`src/design/cnn_macros.svh`:
```
`ifndef CNN_MACROS_SVH
`define CNN_MACROS_SVH

// Activation and weight widths
`define CNN_ACT_W       8
`define CNN_W_W         2

// Input frame geometry
`define CNN_IMG_W       10
`define CNN_IMG_H       10
`define CNN_KER         3

// Channel counts of the depthwise and pointwise stages
`define CNN_IN_CH       2
`define CNN_OUT_CH      4

// Requantization shifts after each stage
`define CNN_DW_SHIFT    2
`define CNN_PW_SHIFT    1

// Equals log2 of the 64 output positions of the 8x8 map
`define CNN_POOL_SHIFT  6

// Wide enough for both row and column positions
`define CNN_COL_W       4

`endif

```
`src/design/cnn_pkg.sv`:
```
`default_nettype none

`include "cnn_macros.svh"

package cnn_pkg;

    typedef logic [`CNN_ACT_W-1:0] act_t;
    typedef logic signed [`CNN_W_W-1:0] weight_t;

    typedef struct packed {
        act_t [`CNN_IN_CH-1:0] ch;
    } in_pixel_t;

    typedef struct packed {
        act_t [`CNN_OUT_CH-1:0] ch;
    } out_pixel_t;

    // Indexed as px[row][col], row 0 is the oldest line and col 0 the oldest column
    typedef struct packed {
        in_pixel_t [`CNN_KER-1:0][`CNN_KER-1:0] px;
    } window_t;

    // Depthwise taps as [channel][row][col]
    localparam weight_t DW_WEIGHTS [`CNN_IN_CH][`CNN_KER][`CNN_KER] = '{
        '{
            '{-2, -1,  0},
            '{ 1, -2, -1},
            '{ 0,  1, -2}
        },
        '{
            '{-1,  0,  1},
            '{-2, -1,  0},
            '{ 1, -2, -1}
        }
    };

    // Pointwise taps as [output channel][input channel]
    localparam weight_t PW_WEIGHTS [`CNN_OUT_CH][`CNN_IN_CH] = '{
        '{-2,  0},
        '{-1,  1},
        '{ 0, -2},
        '{ 1, -1}
    };

endpackage

`default_nettype wire

```
`src/design/window_buffer.sv`:
```
`timescale 1ns/1ps
`default_nettype none

`include "cnn_macros.svh"

module window_buffer (
    input  wire logic                clk,
    input  wire logic                rstn,
    input  wire logic                valid,
    input  wire cnn_pkg::in_pixel_t  pixel,
    output logic                     win_valid,
    output cnn_pkg::window_t         window
);

    import cnn_pkg::*;

    logic [`CNN_COL_W-1:0] col_cnt;
    logic [`CNN_COL_W-1:0] row_cnt;
    logic                  col_last;
    logic                  row_last;
    logic                  win_done;

    // line1 holds the previous row, line2 the row before that
    in_pixel_t line1 [`CNN_IMG_W];
    in_pixel_t line2 [`CNN_IMG_W];

    // Incoming window column, top entry first
    in_pixel_t new_col [`CNN_KER];

    always_comb begin
        new_col[0] = line2[col_cnt];
        new_col[1] = line1[col_cnt];
        new_col[2] = pixel;
    end

    assign col_last = (col_cnt == `CNN_COL_W'(`CNN_IMG_W - 1));
    assign row_last = (row_cnt == `CNN_COL_W'(`CNN_IMG_H - 1));

    // A full 3x3 window exists once two rows and two columns lie behind the pixel
    assign win_done = (row_cnt >= `CNN_COL_W'(`CNN_KER - 1)) &&
                      (col_cnt >= `CNN_COL_W'(`CNN_KER - 1));

    always_ff @(posedge clk) begin
        if (valid) begin
            line2[col_cnt] <= line1[col_cnt];
            line1[col_cnt] <= pixel;
        end
    end

    always_ff @(posedge clk or negedge rstn) begin
        if (!rstn) begin
            col_cnt   <= '0;
            row_cnt   <= '0;
            win_valid <= 1'b0;
            window    <= '0;
        end else begin
            win_valid <= valid && win_done;
            if (valid) begin
                for (int r = 0; r < `CNN_KER; r++) begin
                    for (int k = 0; k < `CNN_KER - 1; k++) begin
                        window.px[r][k] <= window.px[r][k+1];
                    end
                    window.px[r][`CNN_KER-1] <= new_col[r];
                end

                if (col_last) begin
                    col_cnt <= '0;
                    if (row_last) begin
                        row_cnt <= '0;
                    end else begin
                        row_cnt <= row_cnt + 1'b1;
                    end
                end else begin
                    col_cnt <= col_cnt + 1'b1;
                end
            end
        end
    end

endmodule

`default_nettype wire

```
`src/design/dw_conv.sv`:
```
`timescale 1ns/1ps
`default_nettype none

`include "cnn_macros.svh"

module dw_conv (
    input  wire logic                clk,
    input  wire logic                rstn,
    input  wire logic                valid,
    input  wire cnn_pkg::window_t    window,
    output logic                     dw_valid,
    output cnn_pkg::in_pixel_t       dw_act
);

    import cnn_pkg::*;

    // Nine taps of up to -2 * 255 need 14 signed bits
    localparam int SUM_W   = `CNN_ACT_W + 6;
    localparam int ACT_MAX = (1 << `CNN_ACT_W) - 1;

    logic signed [SUM_W-1:0] acc     [`CNN_IN_CH];
    logic signed [SUM_W-1:0] shifted [`CNN_IN_CH];
    in_pixel_t               dw_next;

    always_comb begin
        for (int c = 0; c < `CNN_IN_CH; c++) begin
            acc[c] = '0;
            for (int i = 0; i < `CNN_KER; i++) begin
                for (int j = 0; j < `CNN_KER; j++) begin
                    acc[c] = acc[c] + $signed({1'b0, window.px[i][j].ch[c]}) * DW_WEIGHTS[c][i][j];
                end
            end
        end
    end

    // ReLU, requantize, then clip to the activation range
    always_comb begin
        for (int c = 0; c < `CNN_IN_CH; c++) begin
            if (acc[c] < 0) begin
                shifted[c] = '0;
            end else begin
                shifted[c] = acc[c] >>> `CNN_DW_SHIFT;
            end

            if (shifted[c] > ACT_MAX) begin
                dw_next.ch[c] = '1;
            end else begin
                dw_next.ch[c] = shifted[c][`CNN_ACT_W-1:0];
            end
        end
    end

    always_ff @(posedge clk or negedge rstn) begin
        if (!rstn) begin
            dw_valid <= 1'b0;
            dw_act   <= '0;
        end else begin
            dw_valid <= valid;
            if (valid) begin
                dw_act <= dw_next;
            end
        end
    end

endmodule

`default_nettype wire

```
`src/design/pw_conv.sv`:
```
`timescale 1ns/1ps
`default_nettype none

`include "cnn_macros.svh"

module pw_conv (
    input  wire logic                clk,
    input  wire logic                rstn,
    input  wire logic                valid,
    input  wire cnn_pkg::in_pixel_t  act,
    output logic                     pw_valid,
    output cnn_pkg::out_pixel_t      pw_act
);

    import cnn_pkg::*;

    localparam int SUM_W = `CNN_ACT_W + 3;

    logic signed [SUM_W-1:0] acc     [`CNN_OUT_CH];
    logic signed [SUM_W-1:0] shifted [`CNN_OUT_CH];
    out_pixel_t              pw_next;

    // No weight row has two positive taps, so the shifted sum stays below 256
    always_comb begin
        for (int o = 0; o < `CNN_OUT_CH; o++) begin
            acc[o] = '0;
            for (int c = 0; c < `CNN_IN_CH; c++) begin
                acc[o] = acc[o] + $signed({1'b0, act.ch[c]}) * PW_WEIGHTS[o][c];
            end

            if (acc[o] < 0) begin
                shifted[o] = '0;
            end else begin
                shifted[o] = acc[o] >>> `CNN_PW_SHIFT;
            end
            pw_next.ch[o] = shifted[o][`CNN_ACT_W-1:0];
        end
    end

    always_ff @(posedge clk or negedge rstn) begin
        if (!rstn) begin
            pw_valid <= 1'b0;
            pw_act   <= '0;
        end else begin
            pw_valid <= valid;
            if (valid) begin
                pw_act <= pw_next;
            end
        end
    end

endmodule

`default_nettype wire

```
`src/design/global_avg_pool.sv`:
```
`timescale 1ns/1ps
`default_nettype none

`include "cnn_macros.svh"

module global_avg_pool (
    input  wire logic                clk,
    input  wire logic                rstn,
    input  wire logic                valid,
    input  wire cnn_pkg::out_pixel_t act,
    output logic                     pool_valid,
    output cnn_pkg::out_pixel_t      pool_act
);

    import cnn_pkg::*;

    // 64 values of at most 255 fit in 14 bits
    localparam int ACC_W = `CNN_ACT_W + `CNN_POOL_SHIFT;

    logic [ACC_W-1:0]           acc      [`CNN_OUT_CH];
    logic [ACC_W-1:0]           sum_next [`CNN_OUT_CH];
    logic [`CNN_POOL_SHIFT-1:0] count;
    logic                       last;

    assign last = (count == '1);

    always_comb begin
        for (int o = 0; o < `CNN_OUT_CH; o++) begin
            sum_next[o] = acc[o] + ACC_W'(act.ch[o]);
        end
    end

    always_ff @(posedge clk or negedge rstn) begin
        if (!rstn) begin
            count      <= '0;
            pool_valid <= 1'b0;
            pool_act   <= '0;
            for (int o = 0; o < `CNN_OUT_CH; o++) begin
                acc[o] <= '0;
            end
        end else begin
            pool_valid <= valid && last;
            if (valid) begin
                count <= count + 1'b1;
                for (int o = 0; o < `CNN_OUT_CH; o++) begin
                    if (last) begin
                        // Division by the position count is a plain shift
                        pool_act.ch[o] <= sum_next[o][`CNN_POOL_SHIFT +: `CNN_ACT_W];
                        acc[o]         <= '0;
                    end else begin
                        acc[o] <= sum_next[o];
                    end
                end
            end
        end
    end

endmodule

`default_nettype wire

```
`src/design/cnn_top.sv`:
```
`timescale 1ns/1ps
`default_nettype none

module cnn_top (
    input  wire logic                clk,
    input  wire logic                rstn,
    input  wire logic                valid,
    input  wire cnn_pkg::in_pixel_t  input_act,
    output cnn_pkg::out_pixel_t      output_act,
    output logic                     ready
);

    import cnn_pkg::*;

    logic       valid_ff;
    in_pixel_t  input_act_ff;

    logic       win_valid;
    window_t    window;
    logic       dw_valid;
    in_pixel_t  dw_act;
    logic       pw_valid;
    out_pixel_t pw_act;
    logic       pool_valid;
    out_pixel_t pool_act;

    always_ff @(posedge clk or negedge rstn) begin
        if (!rstn) begin
            valid_ff     <= 1'b0;
            input_act_ff <= '0;
        end else begin
            valid_ff     <= valid;
            input_act_ff <= input_act;
        end
    end

    window_buffer window_buffer_inst (
        .clk       (clk),
        .rstn      (rstn),
        .valid     (valid_ff),
        .pixel     (input_act_ff),
        .win_valid (win_valid),
        .window    (window)
    );

    dw_conv dw_conv_inst (
        .clk      (clk),
        .rstn     (rstn),
        .valid    (win_valid),
        .window   (window),
        .dw_valid (dw_valid),
        .dw_act   (dw_act)
    );

    pw_conv pw_conv_inst (
        .clk      (clk),
        .rstn     (rstn),
        .valid    (dw_valid),
        .act      (dw_act),
        .pw_valid (pw_valid),
        .pw_act   (pw_act)
    );

    global_avg_pool global_avg_pool_inst (
        .clk        (clk),
        .rstn       (rstn),
        .valid      (pw_valid),
        .act        (pw_act),
        .pool_valid (pool_valid),
        .pool_act   (pool_act)
    );

    // The result stays on output_act until the next frame completes
    always_ff @(posedge clk or negedge rstn) begin
        if (!rstn) begin
            output_act <= '0;
            ready      <= 1'b0;
        end else begin
            output_act <= pool_act;
            ready      <= pool_valid;
        end
    end

endmodule

`default_nettype wire

```
`config.mk`:
```
export PLATFORM = sky130hd
export DESIGN_NAME = cnn_top
export DESIGN_NICKNAME = d
export VERILOG_FILES = /design/src/design/cnn_pkg.sv /design/src/design/window_buffer.sv /design/src/design/dw_conv.sv /design/src/design/pw_conv.sv /design/src/design/global_avg_pool.sv /design/src/design/cnn_top.sv
export VERILOG_INCLUDE_DIRS = /design/src /design/src/design
export SDC_FILE = /design/constraint.sdc
export NUM_CORES = 1
export LEC_CHECK = 0
export BUFFER_PORTS_ARGS = -buffer_cell sky130_fd_sc_hd__buf_2
export CAP_MARGIN = 15
export CORE_UTILIZATION = 35
export DETAILED_ROUTE_END_ITERATION = 10
export PLACE_DENSITY = 0.53
export RECOVER_POWER = 25
export SLEW_MARGIN = 40
export SYNTH_ARGS = -nofsm -noshare
export SYNTH_HDL_FRONTEND = slang
export SYNTH_SLANG_ARGS = --single-unit
```
`constraint.sdc`:
```
create_clock -name clk -period 8.6 [get_ports clk]
set_input_delay 1.29 -clock clk [delete_from_list [all_inputs] [get_ports clk]]
set_output_delay 1.29 -clock clk [all_outputs]
set_load 0.01 [all_outputs]
```
==> results.ini <==
[run_status]
status = complete, but fails checks
violations = max-capacitance violations, max-slew violations

[clocking]
cts_tree = done
clock_latency_ns = 0.62
cts_hold_buf = 0
postCtsSetupBuffers = 0
cts-htree-levels = 3
cts_buffers = 70
cts_root_buf = clkbuf_16
ctsResizeCount = 0
clk_pin_slew_worst_paths_ns = 0.06
cts.sinks = 660
clockBufferDepth = 3

[placement]
portBuffers = 51
gp_congestion = 0.834
dp_hpwl_um = 42200

[die]
die_w_um = 299
io_pins = 52
initial_core_util_pct = 35.5
core_area_um2 = 87200
fp.dieArea_um2 = 89500
fp.dieH_um = 299
row_count = 108

[logic_synthesis]
syn_area_um2 = 30900
yosys_most_used_dff = dfrtp_1
synthArstFlopShare_pct = 51.5
ys_seq_area_share_pct = 58.6
synth_cells = 2320
synth_edf_count = 320
syn_avg_cell_area_um2 = 13.3
post_synth_num_cell_types = 67
synthesis.nets = 2534
yosysWarningCount = 0
yosys_register_bits = 660

[detailed_routing]
drt-pass1-iter-count = 5
routedWlPerCell_um = 17.8
drt-initial-drc-count = 931
num_vias = 17753
finalWirelength_um = 64000
drc = 0
vias_per_cell = 4.93
ant_nets = 0

[grt]
grt_pass1_wl_um = 105000
overflow = 0
grt_pass1_vias = 18633
gr-usage-all-layers_pct = 14.7
grt_max_degree = 100
antenna_found_initial = 0

[critical_path]
crit_path_max_fanout = 88
cp_slowest_cell = clkbuf_1
cp.buffers_inverters = 4
crit_path_frequent_cell = buf_6
end_kind = flop
critPathRequiredTime_ns = 8.88
arrival_ns = 6.73
critPathTopFamily = buffers and inverters
critPathMaxStageDelay_ns = 2.95
startpoint_type = flop
path_class = flop to flop
path_cells = clkbuf_1 -> nand3b_1 -> nor3_4 -> buf_6 -> buf_6 -> buf_4

[sta]
finalSetupViolations = 0
finClkSkew_ns = 0.0231
fmax_mhz = 155
post-route-period-util_pct = 74.9
period_minus_slack_ns = 6.44
rsz0062_at_grt = false
tns_ns = 0
tightest_slew_ns = 4.17
hold_viol = 0
slew_headroom_pct = -178
slew_violations = 235

[finish]
final_cell_mix = dfrtp_1 (335), edfxtp_1 (320), inv_1 (264)
drive_above_1_share_pct = 15.8
nets = 2603
areaGrowthSynthToFinish_pct = 13.1
final_common_cell = dfrtp_1
diodes = 0

[min_path]
holdCritPathClass = flop to flop

[flow_run]
cap_violations = 4

sequential cells by signal, summed over array words and instances (netlist names):
name / cells
global_avg_pool_inst.pool_valid: 1
dw_conv_inst.dw_valid: 1
pw_conv_inst.pw_act: 32
window_buffer_inst.line2: 160
window_buffer_inst.win_valid: 1
global_avg_pool_inst.acc: 56
dw_conv_inst.dw_act: 16
pw_conv_inst.pw_valid: 1
window_buffer_inst.line1: 160
global_avg_pool_inst.pool_act: 32
window_buffer_inst.window: 136
input_act_ff: 16
valid_ff: 1
global_avg_pool_inst.count: 6
window_buffer_inst.row_cnt: 4
window_buffer_inst.col_cnt: 4
output_act: 32
ready: 1
per-layer routing:
metal,vias to the layer above,GRT usage (%),wire (µm)
li1,8351,-,-
met1,9034,19.6,29000
met2,274,25.0,31600
met3,94,2.18,2030
met4,0,4.02,1390
met5,-,0,0
cell type report:
class / instances / area [µm²]
flip-flops and latches: 660 / 18100
inverters: 264 / 991
clock buffers: 97 / 1920
fillers: 8163 / 52200
clock inverters: 30 / 340
repair buffers: 85 / 539
multi-input cells: 1308 / 11600
well taps: 1155 / 1450
worst reg2reg max path, delay by kind of cell, from the launching register on:
family	cells	cell delay, ns
simple gates	2	1.75
flops	1	0.71
buf+inv	4	3.65
cell usage after synthesis, types with 3 or more instances:
| cell | number | area (µm²) |
|---|---|---|
| a2111oi_0 | 4 | 35.0 |
| a211oi_1 | 34 | 255 |
| a21boi_0 | 3 | 22.5 |
| a21o_1 | 31 | 233 |
| a21oi_1 | 55 | 275 |
| a22o_1 | 13 | 114 |
| a311o_1 | 4 | 40.0 |
| a31oi_1 | 4 | 25.0 |
| buf_1 | 13 | 48.8 |
| buf_2 | 11 | 55.1 |
| buf_4 | 3 | 22.5 |
| clkbuf_1 | 61 | 229 |
| dfrtp_1 | 340 | 8510 |
| edfxtp_1 | 320 | 9610 |
| fa_1 | 85 | 1700 |
| ha_1 | 110 | 1380 |
| inv_1 | 264 | 991 |
| mux2_2 | 91 | 1020 |
| mux2i_1 | 33 | 330 |
| mux4_2 | 64 | 1440 |
| nand2_1 | 125 | 469 |
| nand2b_1 | 21 | 131 |
| nand3_1 | 26 | 130 |
| nand3b_1 | 6 | 45.0 |
| nand4_1 | 9 | 56.3 |
| nor2_1 | 85 | 319 |
| nor2b_1 | 54 | 338 |
| nor3_1 | 38 | 190 |
| nor3b_1 | 8 | 60.1 |
| nor4_1 | 8 | 50.1 |
| nor4b_1 | 9 | 78.8 |
| o211ai_1 | 12 | 90.1 |
| o21a_1 | 14 | 105 |
| o21ai_0 | 148 | 741 |
| o21ai_1 | 4 | 20.0 |
| o21bai_1 | 4 | 30.0 |
| o221ai_1 | 9 | 78.8 |
| o22ai_1 | 41 | 257 |
| o32ai_1 | 4 | 35.0 |
| or2_2 | 5 | 31.3 |
| or3_1 | 8 | 50.1 |
| or4_1 | 4 | 30.0 |
| xnor2_1 | 76 | 666 |
| xor2_1 | 33 | 289 |
logic make-up after synthesis:
logic type | share of synthesized area (%)
AO/OA/AOI/OAI | 8.36
multiplexers | 9.09
flip-flops | 58.6
AND/OR/NAND/NOR | 6.56
adder cells (fa/ha/maj) | 9.95
XOR/XNOR | 3.09
buffers and inverters | 4.35
through the flow:
stage	hold slack, ns	utilization [%]	cells	cell area (µm²)	worst slack, ns
CTS	0.350	40.1	3598	34900	2.96
detailed placement	0.337	37.5	3471	32700	2.98
global route	0.355	40.1	3599	35000	1.54
finish	0.350	40.1	3599	35000	2.16
global placement	0.332	37.4	3466	32600	3.13
floorplan	0.331	-	2320	30900	3.36
path summary, 6_finish.rpt:
| kind | from | endpoint | slack, ns | depth (start not counted) |
|---|---|---|---|---|
| max | valid_ff$_DFF_PN0_ | window_buffer_inst.line1[4][11]$_DFFE_PP_ | 2.16 | 6 |
| min | global_avg_pool_inst.pool_valid$_DFF_PN0_ | ready$_DFF_PN0_ | 0.35 | 0 |
| max reg2reg | valid_ff$_DFF_PN0_ | window_buffer_inst.line1[4][11]$_DFFE_PP_ | 2.16 | 6 |
| min reg2reg | global_avg_pool_inst.pool_valid$_DFF_PN0_ | ready$_DFF_PN0_ | 0.35 | 0 |
| max in group asynchronous | rstn | window_buffer_inst.col_cnt[1]$_DFFE_PN0P_ | 5.32 | 3 |
| min in group asynchronous | rstn | global_avg_pool_inst.acc[26]$_DFFE_PN0P_ | 1.34 | 1 |
Power is left out: the tool's default activity adds up to more than one toggle a clock period on the data nets, which glitch-free logic cannot reach.
